$ cat config.mk
export PLATFORM = sky130hd
export DESIGN_NAME = md_unit
export DESIGN_NICKNAME = d
export VERILOG_FILES = /design/src/verilog/md_pkg.sv /design/src/verilog/md_mul_core.sv /design/src/verilog/md_div_core.sv /design/src/verilog/md_sign_fix.sv /design/src/verilog/md_hilo.sv /design/src/verilog/md_unit.sv
export SDC_FILE = /design/constraint.sdc
export NUM_CORES = 1
export LEC_CHECK = 0
export BUFFER_PORTS_ARGS = -buffer_cell sky130_fd_sc_hd__buf_2
export CAP_MARGIN = 0
export CORE_MARGIN = 5
export CORE_UTILIZATION = 65
export CTS_CLUSTER_SIZE = 25
export DETAILED_ROUTE_END_ITERATION = 16
export PLACE_DENSITY_LB_ADDON = 0.12
export SLEW_MARGIN = 20
export SYNTH_ARGS = -nofsm -noshare
export SYNTH_HDL_FRONTEND = slang
export SYNTH_SLANG_ARGS = --single-unit
$ cat constraint.sdc
create_clock -name CLK -period 9.45 [get_ports CLK]
set_input_delay 2.835 -clock CLK [delete_from_list [all_inputs] [get_ports CLK]]
set_output_delay 2.835 -clock CLK [all_outputs]
set_load 0.05 [all_outputs]
$ cat src/verilog/md_pkg.sv
// Multiply divide unit definitions
`default_nettype none

package md_pkg;

    localparam int XLEN  = 32;   // Operand width
    localparam int STEPS = 32;   // One step per operand bit
    localparam int CNT_W = 6;    // Must hold STEPS itself

    // Operation codes seen at the unit's start strobe
    typedef enum logic [2:0] {
        OP_NONE  = 3'd0,
        OP_MULT  = 3'd1,
        OP_MULTU = 3'd2,
        OP_DIV   = 3'd3,
        OP_DIVU  = 3'd4,
        OP_MTHI  = 3'd5,
        OP_MTLO  = 3'd6
    } md_op_t;

    // Unsigned magnitudes handed to both cores
    typedef struct packed {
        logic [XLEN-1:0] mag_a;   // Multiplicand or dividend
        logic [XLEN-1:0] mag_b;   // Multiplier or divisor
    } md_operands_t;

    // Product halves, or remainder and quotient
    typedef struct packed {
        logic [XLEN-1:0] hi;      // Upper product or remainder
        logic [XLEN-1:0] lo;      // Lower product or quotient
    } md_result_t;

endpackage

`default_nettype wire

$ cat src/verilog/md_mul_core.sv
// Shift-add multiplier core
`timescale 1ns/100ps
`default_nettype none

module md_mul_core import md_pkg::*; (
    input  logic         CLK,
    input  logic         RST_X,
    input  logic         start,
    input  md_operands_t operands,
    output md_result_t   product,
    output logic         busy
);
    logic [XLEN-1:0]   multiplicand;
    logic [2*XLEN-1:0] acc;          // Partial product over multiplier
    logic [CNT_W-1:0]  count;
    logic [XLEN:0]     sum;

    assign busy    = (count < CNT_W'(STEPS));
    assign sum     = {1'b0, acc[2*XLEN-1:XLEN]} + {1'b0, multiplicand};
    assign product = md_result_t'(acc);

    // Counter idles at STEPS
    always_ff @(posedge CLK or negedge RST_X) begin
        if (!RST_X) begin
            count <= CNT_W'(STEPS);
        end else if (start) begin
            count <= '0;
        end else if (busy) begin
            count <= count + 1'b1;
        end
    end

    always_ff @(posedge CLK) begin
        if (start) begin
            multiplicand <= operands.mag_a;
            acc          <= {{XLEN{1'b0}}, operands.mag_b};
        end else if (busy) begin
            if (acc[0]) begin
                acc <= {sum, acc[XLEN-1:1]};     // Add then shift
            end else begin
                acc <= {1'b0, acc[2*XLEN-1:1]};
            end
        end
    end

    // Outside logic must wait for busy to drop
    assert property (@(posedge CLK) disable iff (!RST_X) start |-> !busy)
        else $error("md_mul_core: start while busy");

endmodule

`default_nettype wire

$ cat src/verilog/md_div_core.sv
// Restoring divider core
`timescale 1ns/100ps
`default_nettype none

module md_div_core import md_pkg::*; (
    input  logic         CLK,
    input  logic         RST_X,
    input  logic         start,
    input  md_operands_t operands,
    output md_result_t   quot_rem,
    output logic         busy
);
    logic [XLEN-1:0]   divisor;
    logic [2*XLEN-1:0] rq;           // Remainder high, quotient low
    logic [CNT_W-1:0]  count;
    logic [XLEN:0]     upper;        // Remainder with next dividend bit
    logic [XLEN:0]     diff;
    logic              fits;

    assign busy     = (count < CNT_W'(STEPS));
    assign upper    = rq[2*XLEN-1:XLEN-1];
    assign diff     = upper - {1'b0, divisor};
    assign fits     = (upper >= {1'b0, divisor});
    assign quot_rem = md_result_t'(rq);

    always_ff @(posedge CLK or negedge RST_X) begin
        if (!RST_X) begin
            count <= CNT_W'(STEPS);
        end else if (start) begin
            count <= '0;
        end else if (busy) begin
            count <= count + 1'b1;
        end
    end

    // One quotient bit per step
    always_ff @(posedge CLK) begin
        if (start) begin
            divisor <= operands.mag_b;
            rq      <= {{XLEN{1'b0}}, operands.mag_a};
        end else if (busy) begin
            if (fits) begin
                rq <= {diff[XLEN-1:0], rq[XLEN-2:0], 1'b1};   // Subtract kept
            end else begin
                rq <= {rq[2*XLEN-2:0], 1'b0};                  // Restore
            end
        end
    end

endmodule

`default_nettype wire

$ cat src/verilog/md_sign_fix.sv
// Operand sign handling and result fix-up
`timescale 1ns/100ps
`default_nettype none

module md_sign_fix import md_pkg::*; (
    input  logic            CLK,
    input  logic            RST_X,
    input  logic            start,
    input  md_op_t          op,
    input  logic [XLEN-1:0] a,
    input  logic [XLEN-1:0] b,
    output logic            core_start,
    output md_operands_t    operands,
    input  md_result_t      mul_raw,
    input  md_result_t      div_raw,
    input  logic            mul_busy,
    input  logic            div_busy,
    output logic            busy,
    output md_result_t      result,
    output logic            finish
);
    logic              is_arith;
    logic              is_signed;
    logic              is_div_q;
    logic              signed_q;
    logic              sign_a_q;
    logic              sign_b_q;
    logic              zero_div_q;
    logic              busy_q;
    logic              neg_diff;     // Operand signs differ
    logic              neg_rem;
    logic [2*XLEN-1:0] prod;

    assign is_arith   = (op == OP_MULT) || (op == OP_MULTU) ||
                        (op == OP_DIV) || (op == OP_DIVU);
    assign is_signed  = (op == OP_MULT) || (op == OP_DIV);
    assign core_start = start && is_arith;

    assign operands.mag_a = (is_signed && a[XLEN-1]) ? -a : a;
    assign operands.mag_b = (is_signed && b[XLEN-1]) ? -b : b;

    always_ff @(posedge CLK or negedge RST_X) begin
        if (!RST_X) begin
            is_div_q   <= 1'b0;
            signed_q   <= 1'b0;
            sign_a_q   <= 1'b0;
            sign_b_q   <= 1'b0;
            zero_div_q <= 1'b0;
        end else if (core_start) begin
            is_div_q   <= (op == OP_DIV) || (op == OP_DIVU);
            signed_q   <= is_signed;
            sign_a_q   <= a[XLEN-1];
            sign_b_q   <= b[XLEN-1];
            zero_div_q <= (b == '0);
        end
    end

    assign busy = is_div_q ? div_busy : mul_busy;

    // Finish one cycle after the falling edge of busy
    always_ff @(posedge CLK or negedge RST_X) begin
        if (!RST_X) begin
            busy_q <= 1'b0;
            finish <= 1'b0;
        end else begin
            busy_q <= busy;
            finish <= busy_q && !busy;
        end
    end

    assign neg_diff = signed_q && (sign_a_q ^ sign_b_q);
    assign neg_rem  = signed_q && sign_a_q;    // Remainder follows dividend
    assign prod     = {mul_raw.hi, mul_raw.lo};

    always_comb begin
        if (!is_div_q) begin
            result = neg_diff ? md_result_t'(-prod) : mul_raw;
        end else if (zero_div_q) begin
            result = '0;
        end else begin
            result.hi = neg_rem ? -div_raw.hi : div_raw.hi;
            result.lo = neg_diff ? -div_raw.lo : div_raw.lo;
        end
    end

endmodule

`default_nettype wire

$ cat src/verilog/md_hilo.sv
// HI and LO registers
`timescale 1ns/100ps
`default_nettype none

module md_hilo import md_pkg::*; (
    input  logic            CLK,
    input  logic            RST_X,
    input  logic            start,
    input  md_op_t          op,
    input  logic [XLEN-1:0] a,
    input  md_result_t      result,
    input  logic            finish,
    output logic [XLEN-1:0] hi,
    output logic [XLEN-1:0] lo
);
    logic [XLEN-1:0] hi_q;
    logic [XLEN-1:0] lo_q;
    logic            mthi;
    logic            mtlo;

    assign mthi = start && (op == OP_MTHI);
    assign mtlo = start && (op == OP_MTLO);

    always_ff @(posedge CLK or negedge RST_X) begin
        if (!RST_X) begin
            hi_q <= '0;
            lo_q <= '0;
        end else if (finish) begin
            hi_q <= result.hi;
            lo_q <= result.lo;
        end else begin
            if (mthi) hi_q <= a;
            if (mtlo) lo_q <= a;
        end
    end

    // Result visible during finish before the register loads
    assign hi = finish ? result.hi : hi_q;
    assign lo = finish ? result.lo : lo_q;

    assert property (@(posedge CLK) disable iff (!RST_X) finish |-> !(mthi || mtlo))
        else $error("md_hilo: MTHI/MTLO collides with operation end");

endmodule

`default_nettype wire

$ cat src/verilog/md_unit.sv
// Multiply divide unit top
`timescale 1ns/100ps
`default_nettype none

module md_unit import md_pkg::*; (
    input  logic            CLK,
    input  logic            RST_X,
    input  logic            start,
    input  md_op_t          op,
    input  logic [XLEN-1:0] a,
    input  logic [XLEN-1:0] b,
    output logic            busy,
    output logic            done,
    output logic [XLEN-1:0] hi,
    output logic [XLEN-1:0] lo
);
    logic         core_start;
    md_operands_t operands;
    md_result_t   mul_raw;
    md_result_t   div_raw;
    logic         mul_busy;
    logic         div_busy;
    md_result_t   result;

    md_sign_fix u_sign_fix (
        .CLK        (CLK),
        .RST_X      (RST_X),
        .start      (start),
        .op         (op),
        .a          (a),
        .b          (b),
        .core_start (core_start),
        .operands   (operands),
        .mul_raw    (mul_raw),
        .div_raw    (div_raw),
        .mul_busy   (mul_busy),
        .div_busy   (div_busy),
        .busy       (busy),
        .result     (result),
        .finish     (done)          // Finish doubles as done
    );

    md_mul_core u_mul (
        .CLK      (CLK),
        .RST_X    (RST_X),
        .start    (core_start),
        .operands (operands),
        .product  (mul_raw),
        .busy     (mul_busy)
    );

    md_div_core u_div (
        .CLK      (CLK),
        .RST_X    (RST_X),
        .start    (core_start),
        .operands (operands),
        .quot_rem (div_raw),
        .busy     (div_busy)
    );

    md_hilo u_hilo (
        .CLK    (CLK),
        .RST_X  (RST_X),
        .start  (start),
        .op     (op),
        .a      (a),
        .result (result),
        .finish (done),
        .hi     (hi),
        .lo     (lo)
    );

endmodule

`default_nettype wire

## Word level (Yosys, flattened, before mapping)

Index checks and enable logic that the tools add are counted.

| word-level totals | value |
|---|---|
| register bits | 275 |

| cells by class | value |
|---|---|
| $add $sub $neg | 9 |
| magnitude comparators | 3 |
| equality and inequality tests | 6 |
| mux-type cells | 24 |
| bitwise operators | 1 |
| reduce and logical (&&, ||, !) cells | 19 |

Operator list:

| cell | number |
|---|---|
| $mux W32 | 14 |
| $mux W64 | 5 |
| $neg A32 Y32 | 4 |
| $neg A64 Y64 | 1 |
| $add A32 B32 Y33 | 1 |
| $ge A33 B32 Y1 | 1 |
| $logic_not A32 Y1 | 1 |
| $sub A32 B32 Y32 | 1 |
| $mux W6 | 4 |
| $add A6 B1 Y6 const B | 2 |
| $lt A6 B6 Y1 const B | 2 |
| $eq A3 B3 Y1 const B | 3 |
| $logic_and A1 B1 Y1 | 8 |
| $reduce_bool A2 Y1 | 4 |
| $eq A3 B2 Y1 const B | 2 |
| $logic_or A1 B1 Y1 | 5 |
| $eq A3 B1 Y1 const B | 1 |
| $logic_not A1 Y1 | 1 |
| $mux W1 | 1 |
| $xor A1 B1 Y1 | 1 |

## Logic depth before layout (Yosys ltp)

| depth | value |
|---|---|
| word-level depth | 6 |
| depth in mapped cells | 15 |

## By module

A second synthesis with hierarchy kept.

| second synthesis, totals | value |
|---|---|
| cell total of the unflattened synthesis | 2404 |
| area total of the unflattened synthesis | 21011.4 um2 |

By module, submodules not included:

| module | times used | cells each | area each (um2) |
|---|---|---|---|
| md_div_core | 1 | 605 | 6274.8 |
| md_mul_core | 1 | 571 | 5798.1 |
| md_sign_fix | 1 | 782 | 5181.2 |
| md_hilo | 1 | 446 | 3757.4 |

## Worst setup path before layout

OpenSTA, ideal clock, no wires.

| timing | value |
|---|---|
| path kind | flip-flop to output port |
| start | register u_mul.acc[0] (netlist: u_mul.product[0]) |
| end | output port hi[2] |
| arrival time | 3.807 ns |
| data required time | 6.615 ns |
| path slack | 2.808 ns |
| cell stages (with the launch flop) | 14 |
| path through | edfxtp_1 > clkbuf_1 > inv_1 > clkbuf_1 > buf_1 > ha_1 > nand2b_1 > nand4b_1 > or4_4 > buf_6 > o41ai_1 > xor2_1 > o221a_2 > nor2_1 |

| on the way | value |
|---|---|
| word-level cells in the longest chain between the ends | 4 |

Ends and longest elaborated chain:

| item | RTL line | RTL |
|---|---|---|
| from (decl) | md_mul_core.sv:14 | `logic [2*XLEN-1:0] acc;` |
| from (signal assigned) | md_mul_core.sv:36 | `acc <= {{XLEN{1'b0}}, operands.mag_b};` |
| from (signal assigned) | md_mul_core.sv:39 | `acc <= {sum, acc[XLEN-1:1]};` |
| from (signal assigned) | md_mul_core.sv:41 | `acc <= {1'b0, acc[2*XLEN-1:1]};` |
| $neg A64 Y64 | md_sign_fix.sv:77 | `result = neg_diff ? md_result_t'(-prod) : mul_raw;` |
| $mux W64 | md_sign_fix.sv:77 |  |
| $mux W64 | md_sign_fix.sv:76 | `if (!is_div_q) begin` |
| $mux W32 | md_hilo.sv:38 | `assign hi = finish ? result.hi : hi_q;` |
| to (decl) | md_unit.sv:14 | `output logic [XLEN-1:0] hi,` |

No other way between the ends.

## Worst setup path in the final report

| timing | value |
|---|---|
| start | register u_mul.acc[4] (netlist: u_mul.product[4]) |
| end | output port lo[26] |

| on the way | value |
|---|---|
| word-level cells in the longest chain between the ends | 4 |

Ends and longest elaborated chain:

| item | RTL line | RTL |
|---|---|---|
| $neg A64 Y64 | md_sign_fix.sv:77 |  |
| $mux W64 | md_sign_fix.sv:77 |  |
| $mux W64 | md_sign_fix.sv:76 |  |
| $mux W32 | md_hilo.sv:39 | `assign lo = finish ? result.lo : lo_q;` |
| to (decl) | md_unit.sv:15 | `output logic [XLEN-1:0] lo` |

No other way between the ends.

==> qor.csv <==
metric,value,unit
Total GRT Usage,36.87,%
worst-margin pin slew,1.066,ns
launching element type of the critical path,flop,
status,"finished, final reports clean",
setup violators final,0,
cell with the most instances after synthesis,nand2_1,
Num Clock Sinks,275,
Initial DRC Count,2157,
largest net degree at the start of global routing,156,
crit share post-route,75.79,%
pre-CTS setup slack,2.942,ns
CP max FO,5,
Starting Density,65.74,%
Post-Syn Area,19480,µm²
DRC Markers,0,
Final Max Tran Viols,0,
CP Class,reg -> out,
CTS buffer count,34,
setup TNS,0,ns
final net count,2494,
"Gates resized, CTS repair",0,
Die W,183.1,µm
IO buf count,135,
total I/O pin count,136,
TritonCTS clock tree,done,
Worst Path Required,6.62,ns
Max IR drop VDD,0.2388,mV
"Setup Fix Bufs, Post-CTS",0,
vias in the first global route,17141,
wire per inst,22.85,µm
row cnt,63,
"top cells by area, synth","edfxtp_1 20%, dfrtp_1 10%, dfxtp_1 6.6%, xnor2_1 5.5%, xor2_1 5.3%",
top_reg_cell synth,edfxtp_1,
Vias/cell,6.625,
Max Buffers Root-to-Sink,3,
number of synthesized flops with an enable pin,128,
minimum clock period,7.162,ns
Final Hold Vio Count,0,
ys async rst share,30.18,%
H-Tree Depth,2,
drt first pass iters,6,
syn_area_per_cell,8.539,µm²
DR top layer,met4,
Max-Slew Margin vs Limit,28.26,%
GPL Wtd Cong,0.9751,
#FFs+latches synth,275,
Final Worst Setup Slack,2.288,ns
Antenna Cells,0,
CTS Hold Buffers Added,0,
CTS Root Cell,clkbuf_16,
FF-to-FF path depth,13,
cells after synthesis,2282,
Worst Path Arrival,4.33,ns
Worst Clk Skew,0.01435,ns
"Seq/Total Area, Yosys",36.97,%
Commonest cells post-synth,"256 x nand2_1, 210 x nor2_1, 194 x a21oi_1",
Antenna Violating Nets Remaining,0,
GR Overflow Total,0,
PwrDens,313.3,nW/µm²
routed metal-1 wirelength,25.93,mm
core area,29640,µm²
WL final,63.23,mm
post-synth top area share,19.73,%
proportion of layout cells with a drive suffix above 1,11.11,%
WL met3,6.476,mm
via count,18330,
initial antenna violation count,1,
Die Y,183.1,µm
Hold WC Path Type,reg -> reg,
dpl hpwl,45.62,mm
leakage,9.316,nW
clock insertion delay at the later pin of the skew report,0.51,ns
Cell variety after synth,85,
Achievable Freq,139.6,MHz
Yosys warnings,0,
die area,33540,µm²
metal2 WL,27.93,mm
RSZ-0062 raised after global routing,no,
CP endpoint kind,output pin,
first-pass GRT wire length,98.12,mm
P&R area growth vs syn,10.58,%
dominant cell type by area after synthesis,edfxtp_1,
clock slew at reported path FFs,0.06,ns
WHS Path Cells,1,
syn_nets,2425,
Max Cap Violations,0,
per-layer routing:
layer	up-vias	global-route usage, %
li1	8351	-
met1	8718	53.66
met2	1075	56.47
met3	186	4.919
met4	0	14.06
met5	-	0
logic make-up (layout without fill, tap and decap cells):
kind of cell	Yosys count	after routing	share of synthesized area, %
buffers and inverters	241	336	4.707
muxes	81	81	4.232
AOI/OAI and AO/OA	666	666	21.41
adders and majority gates	73	73	4.765
DFF	275	275	36.97
and+or+nand+nor	706	706	17.13
xor gates and xnor gates	240	240	10.79
layout by cell type (no fill, tap or decap), drive strengths merged, types with 48 or more instances in the layout:
cell type  Yosys  routed
ha            71      71
dfrtp         81      81
o21ai        179     179
nor2         211     211
nor3          48      48
edfxtp       128     128
dfxtp         64      64
xnor2        123     123
inv          117     117
xor2         117     117
nand2        256     256
buf           16     157
mux2i         70      70
a21oi        194     194
power by group:
group	leakage [nW]	internal, mW	switching (mW)
registers	2.84	1.65	0.429
clock network	0.572	0.832	0.534
logic	5.91	1.19	2.12
per-stage QoR:
stage | area [µm²] | hold slack, ns | cells | util (%) | total power [mW]
6_report | 21550 | 0.4734 | 2767 | 72.70 | 6.751
3_5_place_dp | 20380 | 0.4658 | 2705 | 68.76 | 5.300
2_1_floorplan | 19480 | 0.4385 | 2282 | - | 4.428
3_3_place_gp | 20380 | 0.4514 | 2705 | 68.76 | 5.227
4_1_cts | 21550 | 0.4788 | 2767 | 72.70 | 6.686
5_1_grt | 21550 | 0.4981 | 2767 | 72.70 | 7.136
sequential cells by signal (all words and copies together) (netlist names), 6 cells and up:
| register | flops |
|---|---|
| u_div.quot_rem | 64 |
| u_mul.product | 64 |
| u_div.divisor | 32 |
| u_hilo.hi_q | 32 |
| u_hilo.lo_q | 32 |
| u_mul.multiplicand | 32 |
| u_div.count | 6 |
| u_mul.count | 6 |
final cells by class:
class / instances / area [µm²]
flip-flops and latches: 275 / 7208
clock inverters: 17 / 158.9
inverters: 117 / 444.2
clock buffers: 45 / 1007
repair buffers: 157 / 855.8
well taps: 390 / 488.0
multi-input cells: 1766 / 11380
fillers: 2345 / 8092
final timing paths:
path                                         start            endpoint  slack [ns]
min in group asynchronous                    RST_X      u_div.count[2]        2.31
worst max register to register  u_div.quot_rem[31]  u_div.quot_rem[48]        5.71
worst max-delay path              u_mul.product[4]              lo[26]        2.29
max in group asynchronous                    RST_X      u_hilo.hi_q[0]        6.00
worst min register to register   u_sign_fix.busy_q   u_sign_fix.finish        0.47
worst min-delay path             u_sign_fix.busy_q   u_sign_fix.finish        0.47
worst max-delay path, stage by stage, from the launching register on:
cell      delay (ns)
edfxtp_1        0.46
nor4_1          0.62
nand4b_1        0.38
or4_2           0.73
o21ai_0         0.49
o21ai_0         0.25
xor2_1          0.21
a21oi_1         0.28
o21ai_0         0.17
buf_2           0.24
Note: power is estimated with default switching activity, not from simulation.
